===== config.mk =====
export PLATFORM = sky130hd
export DESIGN_NAME = valu_top
export DESIGN_NICKNAME = d
export VERILOG_FILES = /design/src/common/valu_types_pkg.sv /design/src/common/valu_op_pkg.sv /design/src/rtl/valu_decode.sv /design/src/alu/valu_elem_alu.sv /design/src/reduce/valu_red_accum.sv /design/src/rtl/valu_writeback.sv /design/src/rtl/valu_top.sv
export SDC_FILE = /design/constraint.sdc
export NUM_CORES = 2
export LEC_CHECK = 0
export BUFFER_PORTS_ARGS = -buffer_cell sky130_fd_sc_hd__buf_4
export CORE_MARGIN = 5
export CORE_UTILIZATION = 50
export CTS_CLUSTER_SIZE = 8
export DETAILED_ROUTE_END_ITERATION = 7
export HOLD_SLACK_MARGIN = 0.12
export MAX_ROUTING_LAYER = met4
export PLACE_DENSITY = 0.72
export SLEW_MARGIN = 0
export SYNTH_ARGS = -nofsm -noshare
export SYNTH_HDL_FRONTEND = slang
export SYNTH_SLANG_ARGS = --single-unit

===== constraint.sdc =====
create_clock -name clk -period 19.5 [get_ports clk]
set_clock_uncertainty 0.15 [all_clocks]
set_input_delay 0.975 -clock clk [delete_from_list [all_inputs] [get_ports clk]]
set_output_delay 0.975 -clock clk [all_outputs]
set_load 0.02 [all_outputs]

===== src/common/valu_types_pkg.sv =====
package valu_types_pkg;

    localparam int DATA_WIDTH = 64;
    localparam int BE_WIDTH   = DATA_WIDTH / 8;
    localparam int ADDR_WIDTH = 32;

    typedef logic [DATA_WIDTH-1:0] data_t;
    typedef logic [BE_WIDTH-1:0]   be_t;
    typedef logic [ADDR_WIDTH-1:0] addr_t;
    typedef logic [1:0]            sew_t;     // 0:e8 1:e16 2:e32 3:e64
    typedef logic [5:0]            funct_t;
    typedef logic [2:0]            opclass_t;

    typedef struct packed {
        funct_t   funct;
        opclass_t opclass;
        sew_t     sew;
        data_t    data0;      // scalar or first operand
        data_t    data1;      // vector operand
        be_t      be;
        addr_t    addr;
        logic     is_start;
        logic     is_end;
    } valu_req_t;

    typedef struct packed {
        data_t data;
        be_t   be;
        sew_t  sew;
        addr_t addr;
        logic  is_start;
        logic  is_end;
        logic  red;           // scalar reduction result
    } valu_resp_t;

endpackage


===== src/common/valu_op_pkg.sv =====
package valu_op_pkg;

    // major opcode classes
    localparam valu_types_pkg::opclass_t OPCLASS_IV  = 3'd0;
    localparam valu_types_pkg::opclass_t OPCLASS_MV  = 3'd2;
    localparam valu_types_pkg::opclass_t OPCLASS_IVI = 3'd3;
    localparam valu_types_pkg::opclass_t OPCLASS_IX  = 3'd4;

    // funct6, element-wise classes
    localparam valu_types_pkg::funct_t F_ADD  = 6'd0;
    localparam valu_types_pkg::funct_t F_SUB  = 6'd2;
    localparam valu_types_pkg::funct_t F_MINU = 6'd4;
    localparam valu_types_pkg::funct_t F_MIN  = 6'd5;
    localparam valu_types_pkg::funct_t F_MAXU = 6'd6;
    localparam valu_types_pkg::funct_t F_MAX  = 6'd7;
    localparam valu_types_pkg::funct_t F_AND  = 6'd9;
    localparam valu_types_pkg::funct_t F_OR   = 6'd10;
    localparam valu_types_pkg::funct_t F_XOR  = 6'd11;

    // funct6 under OPCLASS_MV
    localparam valu_types_pkg::funct_t F_REDSUM = 6'd0;
    localparam valu_types_pkg::funct_t F_REDAND = 6'd1;
    localparam valu_types_pkg::funct_t F_REDOR  = 6'd2;
    localparam valu_types_pkg::funct_t F_REDXOR = 6'd3;

    typedef enum logic [3:0] {
        OP_ADD, OP_SUB, OP_MINU, OP_MIN, OP_MAXU, OP_MAX,
        OP_AND, OP_OR, OP_XOR,
        RED_SUM, RED_AND, RED_OR, RED_XOR
    } alu_op_t;

    typedef struct packed {
        alu_op_t                 op;
        logic                    is_red;
        valu_types_pkg::sew_t    sew;
        valu_types_pkg::data_t   data0;
        valu_types_pkg::data_t   data1;
        valu_types_pkg::be_t     be;
        valu_types_pkg::addr_t   addr;
        logic                    is_start;
        logic                    is_end;
    } valu_dec_t;

    typedef struct packed {
        valu_types_pkg::data_t   data;
        valu_types_pkg::be_t     be;
        valu_types_pkg::sew_t    sew;
        valu_types_pkg::addr_t   addr;
        logic                    is_start;
        logic                    is_end;
        logic                    red;
    } valu_exec_t;

endpackage


===== src/rtl/valu_decode.sv =====
`timescale 1ns/100ps

module valu_decode (
    input  logic                       clk,
    input  logic                       rst,
    input  logic                       req_valid,
    input  valu_types_pkg::valu_req_t  req,
    output logic                       dec_valid,
    output valu_op_pkg::valu_dec_t     dec
);

    valu_op_pkg::alu_op_t op_d;
    logic                 is_red_d;
    logic                 ok_d;

    always_comb begin
        op_d     = valu_op_pkg::OP_ADD;
        is_red_d = 1'b0;
        ok_d     = 1'b0;
        case (req.opclass)
            valu_op_pkg::OPCLASS_IV, valu_op_pkg::OPCLASS_IX, valu_op_pkg::OPCLASS_IVI: begin
                ok_d = 1'b1;
                case (req.funct)
                    valu_op_pkg::F_ADD:  op_d = valu_op_pkg::OP_ADD;
                    valu_op_pkg::F_SUB:  op_d = valu_op_pkg::OP_SUB;
                    valu_op_pkg::F_MINU: op_d = valu_op_pkg::OP_MINU;
                    valu_op_pkg::F_MIN:  op_d = valu_op_pkg::OP_MIN;
                    valu_op_pkg::F_MAXU: op_d = valu_op_pkg::OP_MAXU;
                    valu_op_pkg::F_MAX:  op_d = valu_op_pkg::OP_MAX;
                    valu_op_pkg::F_AND:  op_d = valu_op_pkg::OP_AND;
                    valu_op_pkg::F_OR:   op_d = valu_op_pkg::OP_OR;
                    valu_op_pkg::F_XOR:  op_d = valu_op_pkg::OP_XOR;
                    default:             ok_d = 1'b0;
                endcase
            end
            valu_op_pkg::OPCLASS_MV: begin
                ok_d     = 1'b1;
                is_red_d = 1'b1;
                case (req.funct)
                    valu_op_pkg::F_REDSUM: op_d = valu_op_pkg::RED_SUM;
                    valu_op_pkg::F_REDAND: op_d = valu_op_pkg::RED_AND;
                    valu_op_pkg::F_REDOR:  op_d = valu_op_pkg::RED_OR;
                    valu_op_pkg::F_REDXOR: op_d = valu_op_pkg::RED_XOR;
                    default:               ok_d = 1'b0; // element codes under MV too
                endcase
            end
            default: ok_d = 1'b0;
        endcase
    end

    // unsupported beats vanish here
    always_ff @(posedge clk) begin
        if (rst) begin
            dec_valid <= 1'b0;
        end else begin
            dec_valid <= req_valid && ok_d;
        end
    end

    always_ff @(posedge clk) begin
        if (req_valid) begin
            dec.op       <= op_d;
            dec.is_red   <= is_red_d;
            dec.sew      <= req.sew;
            dec.data0    <= req.data0;
            dec.data1    <= req.data1;
            dec.be       <= req.be;
            dec.addr     <= req.addr;
            dec.is_start <= req.is_start;
            dec.is_end   <= req.is_end;
        end
    end

endmodule


===== src/alu/valu_elem_alu.sv =====
`timescale 1ns/100ps

module valu_elem_alu (
    input  logic                       clk,
    input  logic                       rst,
    input  logic                       dec_valid,
    input  valu_op_pkg::valu_dec_t     dec,
    output logic                       elem_valid,
    output valu_op_pkg::valu_exec_t    elem
);

    // one full-width result per element width
    wire [valu_types_pkg::DATA_WIDTH-1:0] lane_res [4];
    logic alu_fire;

    assign alu_fire = dec_valid && !dec.is_red;

    for (genvar s = 0; s < 4; s++) begin : g_sew
        localparam int W = 8 << s;

        for (genvar i = 0; i < valu_types_pkg::DATA_WIDTH / W; i++) begin : g_lane
            logic [W-1:0] a;
            logic [W-1:0] b;
            logic [W-1:0] r;
            logic         lt_u;
            logic         lt_s;

            assign a    = dec.data1[i*W +: W];   // vs2
            assign b    = dec.data0[i*W +: W];   // vs1 / rs1 / imm
            assign lt_u = a < b;
            assign lt_s = $signed(a) < $signed(b);

            always_comb begin
                case (dec.op)
                    valu_op_pkg::OP_ADD:  r = a + b;
                    valu_op_pkg::OP_SUB:  r = a - b;
                    valu_op_pkg::OP_MINU: r = lt_u ? a : b;
                    valu_op_pkg::OP_MIN:  r = lt_s ? a : b;
                    valu_op_pkg::OP_MAXU: r = lt_u ? b : a;
                    valu_op_pkg::OP_MAX:  r = lt_s ? b : a;
                    valu_op_pkg::OP_AND:  r = a & b;
                    valu_op_pkg::OP_OR:   r = a | b;
                    valu_op_pkg::OP_XOR:  r = a ^ b;
                    default:              r = '0;
                endcase
            end

            assign lane_res[s][i*W +: W] = r;
        end
    end

    always_ff @(posedge clk) begin
        if (rst) begin
            elem_valid <= 1'b0;
        end else begin
            elem_valid <= alu_fire;
        end
    end

    always_ff @(posedge clk) begin
        if (alu_fire) begin
            elem.data     <= lane_res[dec.sew];
            elem.be       <= dec.be;
            elem.sew      <= dec.sew;
            elem.addr     <= dec.addr;
            elem.is_start <= dec.is_start;
            elem.is_end   <= dec.is_end;
            elem.red      <= 1'b0;
        end
    end

    // decode must keep reductions away from this unit
    assert property (@(posedge clk) disable iff (rst)
        elem_valid |-> !($past(dec.op) inside {valu_op_pkg::RED_SUM, valu_op_pkg::RED_AND,
                                               valu_op_pkg::RED_OR, valu_op_pkg::RED_XOR}))
        else $error("elem_valid raised for a reduction op");

endmodule


===== src/reduce/valu_red_accum.sv =====
`timescale 1ns/100ps

module valu_red_accum (
    input  logic                       clk,
    input  logic                       rst,
    input  logic                       dec_valid,
    input  valu_op_pkg::valu_dec_t     dec,
    output logic                       red_valid,
    output valu_op_pkg::valu_exec_t    red
);

    typedef enum logic {
        RED_IDLE,
        RED_ACC
    } red_state_t;

    red_state_t            state;
    valu_types_pkg::data_t acc;        // running scalar, zero-extended
    logic                  acc_fire;

    wire [valu_types_pkg::DATA_WIDTH-1:0] fold_res [4];

    assign acc_fire = dec_valid && dec.is_red;

    for (genvar s = 0; s < 4; s++) begin : g_sew
        localparam int W = 8 << s;
        localparam int N = valu_types_pkg::DATA_WIDTH / W;

        logic [W-1:0] seed;
        logic [W-1:0] f;

        // start beat seeds from element 0 of vs1
        assign seed = dec.is_start ? dec.data0[W-1:0] : acc[W-1:0];

        always_comb begin
            f = seed;
            for (int i = 0; i < N; i++) begin
                case (dec.op)
                    valu_op_pkg::RED_SUM: f = f + dec.data1[i*W +: W];
                    valu_op_pkg::RED_AND: f = f & dec.data1[i*W +: W];
                    valu_op_pkg::RED_OR:  f = f | dec.data1[i*W +: W];
                    valu_op_pkg::RED_XOR: f = f ^ dec.data1[i*W +: W];
                    default:              f = f;
                endcase
            end
        end

        assign fold_res[s] = valu_types_pkg::data_t'(f);
    end

    always_ff @(posedge clk) begin
        if (rst) begin
            state     <= RED_IDLE;
            red_valid <= 1'b0;
        end else begin
            red_valid <= acc_fire && dec.is_end;
            if (acc_fire) begin
                state <= dec.is_end ? RED_IDLE : RED_ACC;
            end
        end
    end

    always_ff @(posedge clk) begin
        if (acc_fire) begin
            acc <= fold_res[dec.sew];
        end
        if (acc_fire && dec.is_end) begin
            red.data     <= fold_res[dec.sew];
            // low 1 << sew bytes
            red.be       <= valu_types_pkg::be_t'((9'd1 << (4'd1 << dec.sew)) - 9'd1);
            red.sew      <= dec.sew;
            red.addr     <= dec.addr;
            red.is_start <= dec.is_start;
            red.is_end   <= dec.is_end;
            red.red      <= 1'b1;
        end
    end

    assert property (@(posedge clk) disable iff (rst)
        acc_fire && state == RED_IDLE |-> dec.is_start)
        else $error("reduction beat without start while idle");

    assert property (@(posedge clk) disable iff (rst)
        acc_fire && state == RED_ACC |-> !dec.is_start)
        else $error("new reduction started before the previous one ended");

endmodule


===== src/rtl/valu_writeback.sv =====
`timescale 1ns/100ps

module valu_writeback (
    input  logic                       clk,
    input  logic                       rst,
    input  logic                       elem_valid,
    input  valu_op_pkg::valu_exec_t    elem,
    input  logic                       red_valid,
    input  valu_op_pkg::valu_exec_t    red,
    output logic                       resp_valid,
    output valu_types_pkg::valu_resp_t resp
);

    valu_op_pkg::valu_exec_t sel;

    assign sel = elem_valid ? elem : red;   // at most one unit finishes per cycle

    always_ff @(posedge clk) begin
        if (rst) begin
            resp_valid <= 1'b0;
            resp       <= '0;
        end else begin
            resp_valid <= elem_valid || red_valid;
            if (elem_valid || red_valid) begin
                resp.data     <= sel.data;
                resp.be       <= sel.be;
                resp.sew      <= sel.sew;
                resp.addr     <= sel.addr;
                resp.is_start <= sel.is_start;
                resp.is_end   <= sel.is_end;
                resp.red      <= sel.red;
            end
        end
    end

    // both execute units have the same latency, so no collisions
    assert property (@(posedge clk) disable iff (rst)
        !(elem_valid && red_valid))
        else $error("element and reduction results in the same cycle");

endmodule


===== src/rtl/valu_top.sv =====
`timescale 1ns/100ps

module valu_top (
    input  logic                       clk,
    input  logic                       rst,
    input  logic                       req_valid,
    input  valu_types_pkg::valu_req_t  req,
    output logic                       resp_valid,
    output valu_types_pkg::valu_resp_t resp
);

    logic                    dec_valid;
    valu_op_pkg::valu_dec_t  dec;
    logic                    elem_valid;
    valu_op_pkg::valu_exec_t elem;
    logic                    red_valid;
    valu_op_pkg::valu_exec_t red;

    valu_decode u_decode (
        .clk        (clk),
        .rst        (rst),
        .req_valid  (req_valid),
        .req        (req),
        .dec_valid  (dec_valid),
        .dec        (dec)
    );

    valu_elem_alu u_elem_alu (
        .clk        (clk),
        .rst        (rst),
        .dec_valid  (dec_valid),
        .dec        (dec),
        .elem_valid (elem_valid),
        .elem       (elem)
    );

    valu_red_accum u_red_accum (
        .clk        (clk),
        .rst        (rst),
        .dec_valid  (dec_valid),
        .dec        (dec),
        .red_valid  (red_valid),
        .red        (red)
    );

    valu_writeback u_writeback (
        .clk        (clk),
        .rst        (rst),
        .elem_valid (elem_valid),
        .elem       (elem),
        .red_valid  (red_valid),
        .red        (red),
        .resp_valid (resp_valid),
        .resp       (resp)
    );

endmodule


==> qor.csv <==
stage,metric,value,unit
global_route,grt met2 use,71.2,%
worst_setup_path,CP Launch Type,register,
layout,share of cells above drive strength 1,10.5,%
sta,Hold Slack,0.258,ns
floorplan,core area,116000,um2
worst_setup_path,Crit Path Class,reg2reg,
global_route,first-pass GRT wire length,461000,um
synth,Syn Inst Count,7262,
route,TritonRoute pass-1 iters,8,
status,status,"finished, violations left",
clock_network,PostCTS Resize Cnt,0,
power,Pint,2910,uW
worst_setup_path,Critical Path Fanout Max,66,
layout,final core occ,56.3,%
route,post-detailed-route count of antenna-violating nets,0,
power,logic gate share of total power,44.7,%
floorplan,chip width,352,um
clock_network,hold_buf cts,0,
power,switch share,44.0,%
power,worst vdd ir,91.7,uV
worst_setup_path,CP Capture Type,register,
synth,Post-synth ARST share,0,%
status,failing checks,"design-rule violations, max-capacitance violations, max-slew violations",
synth,#FFs+latches synth,567,
clock_network,number of buffers created by CTS,84,
layout,Post-Layout Cell Count,9025,
placement,Routability Congestion,1.13,
route,WL per Instance,37.0,um
power,Psw,2290,uW
global_route,vias in the first global route,61025,
synth,synthesized area,58600,um2
global_route,largest net degree at the start of global routing,136,
placement,I/O Buffers,293,
route,Vias,66597,
sta,RSZ-0062 raised after global routing,false,
worst_setup_path,Worst path most repeated cell,fa_1,
synth,register area share after synthesis,27.1,%
route,Residual DRC,28,
sta,Tcrit/Tclk final,62.8,%
route,Initial DRC Count,11454,
job,max-cap viol count,2,
worst_setup_path,"Req. time, crit path",19.91,ns
sta,final setup fails,0,
synth,Synth cell types,98,
worst_hold_path,Hold WC Path Type,in2reg,
power,Pleak,0.0267,uW
floorplan,Rows,125,
synth,number of flops mapped to enable cells by yosys,454,
clock_network,Root Buffer,clkbuf_16,
global_route,gr busiest metal,met2,
floorplan,Starting Density,50.4,%
power,pwr/cell area,79.4,nW/um2
worst_setup_path,CP max-delay cell,buf_4,
global_route,total gr overflow,0,
layout,"commonest non-fill, non-tap cell in the layout",nor2_1,
clock_network,H-tree depth,3,
worst_setup_path,arrival time at the worst endpoint,12.66,ns
clock_network,worst skew pair latency,0.74,ns
power,clock share of power,27.9,%
sta,max-slew violations,3,
layout,fillers,10822,
clock_network,CTS clock-pin slew for the worst setup and hold paths,0.07,ns
synth,YS warnings,0,
global_route,GR Util met1,60.4,%
sta,Setup TNS Final,0,ns
synth,Synth Flop Type,edfxtp_1,
global_route,antenna violations before repair,41,
placement,DP HPWL,245000,um
floorplan,die height,352,um
global_route,routing usage on met3,19.0,%
layout,Nets,8195,
route,final WL,334000,um
clock_network,CTS tree,built,
worst_setup_path,CP peak stage delay,0.78,ns
sta,Slew headroom,-7.22,%
floorplan,Die ar.,124000,um2
layout,most frequent cells in the layout,"nor2_1 (825), a21oi_1 (727), ha_1 (599), nand2_1 (581), buf_4 (514)",
clock_network,Clock Sinks,567,
layout,area added between synthesis and finish,11.8,%
route,DR vias/cell,7.38,
sta,Tightest Pin Transition,1.60,ns
sta,fmax,81.6,MHz
placement,placed cells,8822,
synth,Syn Area/Cell,8.07,um2
global_route,total track usage,52.3,%
clock_network,Post-CTS Setup Inserts,0,
floorplan,io pins,294,
sta,min Tclk post-route,12.25,ns
power,Seq pwr share,27.4,%
clock_network,clk buf depth,3,
synth,syn_nets,8073,
sta,final hold vios,0,
-- stage by stage --
| stage | worst slack, ns | power [uW] | cell area, um2 |
|---|---|---|---|
| finish | 7.25 | 5200 | 65500 |
| global route | 6.97 | 5320 | 65500 |
| floorplan | 9.39 | 2780 | 58600 |
| global placement | 7.86 | 3590 | 62800 |
| CTS | 7.65 | 5050 | 65400 |
| detailed placement | 7.68 | 3610 | 62800 |
-- final cells by class --
| cell class | instances | area [um2] | share of cell area (%) |
|---|---|---|---|
| Antenna cell | 51 | 128 | 0.195 |
| Clock buffer | 136 | 2330 | 3.55 |
| Clock inverter | 16 | 277 | 0.422 |
| Inverter | 418 | 1570 | 2.39 |
| Multi-Input combinational cell | 5794 | 39500 | 60.3 |
| Sequential cell | 567 | 15900 | 24.3 |
| Tap cell | 1524 | 1910 | 2.91 |
| Timing Repair Buffer | 519 | 3940 | 6.01 |
-- state kept, by name (all words and copies together), names as in the netlist --
name and count:
u_red_accum.red_valid 1, u_decode.dec 177, u_decode.dec_valid 1, u_elem_alu.elem_valid 1, u_writeback.resp_valid 1, u_elem_alu.elem 108
u_writeback.resp 109, u_red_accum.red 105, u_red_accum.acc 64
-- critical path: cells and delay by family (launching register included) --
family                   cells  cell delay [ns]
AO/OA/AOI/OAI               22             4.13
adder cells (fa/ha/maj)      8             3.34
buffers and inverters        2             0.88
flip-flops                   1             0.68
AND/OR/NAND/NOR              9             2.76
-- routing by layer --
layer | up-vias | wire, um
li1 | 27492 | -
met1 | 31589 | 115000
met2 | 5796 | 131000
met3 | 1720 | 49800
met4 | 0 | 37800
met5 | - | 0
-- worst paths after layout --
path | startpoint | end | slack, ns | cells past startpoint
worst min-delay path | req[149] | u_decode.dec[149]$_DFFE_PP_ | 0.26 | 1
worst max-delay path | u_decode.dec[174]$_DFFE_PP_ | u_red_accum.acc[6]$_DFFE_PP_ | 7.25 | 41
worst max register to register | u_decode.dec[174]$_DFFE_PP_ | u_red_accum.acc[6]$_DFFE_PP_ | 7.25 | 41
worst min register to register | u_decode.dec[35]$_DFFE_PP_ | u_elem_alu.elem[38]$_DFFE_PP_ | 0.26 | 0
-- power by group through the flow --
| stage | Sequential [uW] | Combinational [uW] | Clock [uW] |
|---|---|---|---|
| final | 1430 | 2320 | 1450 |
| after floorplan | 1420 | 1350 | 0 |
| after global placement | 1440 | 2150 | 0 |
| after global routing | 1420 | 2390 | 1510 |
| after CTS | 1420 | 2180 | 1450 |
| after detailed placement | 1440 | 2160 | 0 |
-- cell usage after synthesis, drive strengths merged (140+ instances only) --
library cell | count | area, um2
a21o | 195 | 1460
a21oi | 729 | 3650
a221oi | 218 | 1930
buf | 140 | 594
clkbuf | 343 | 1290
edfxtp | 454 | 13600
ha | 599 | 7490
inv | 411 | 1540
mux2i | 196 | 1970
nand2 | 587 | 2210
nor2 | 831 | 3120
o21ai | 457 | 2290
xnor2 | 147 | 1290
-- cells by family (layout without fill, tap and decap cells) --
kind of cell               after synthesis  count (layout)  synth area share, %
other                                    1              52              0.00640
DFF                                    567             567                 27.1
adders and majority gates              627             627                 13.7
and+or+nand+nor                       2021            2021                 15.2
AOI/OAI and AO/OA                     2737            2737                 31.4
muxes                                  233             233                 4.08
buffers and inverters                  901            1089                 5.89
xor gates and xnor gates               175             175                 2.61
(Power assumes the default switching activity.)
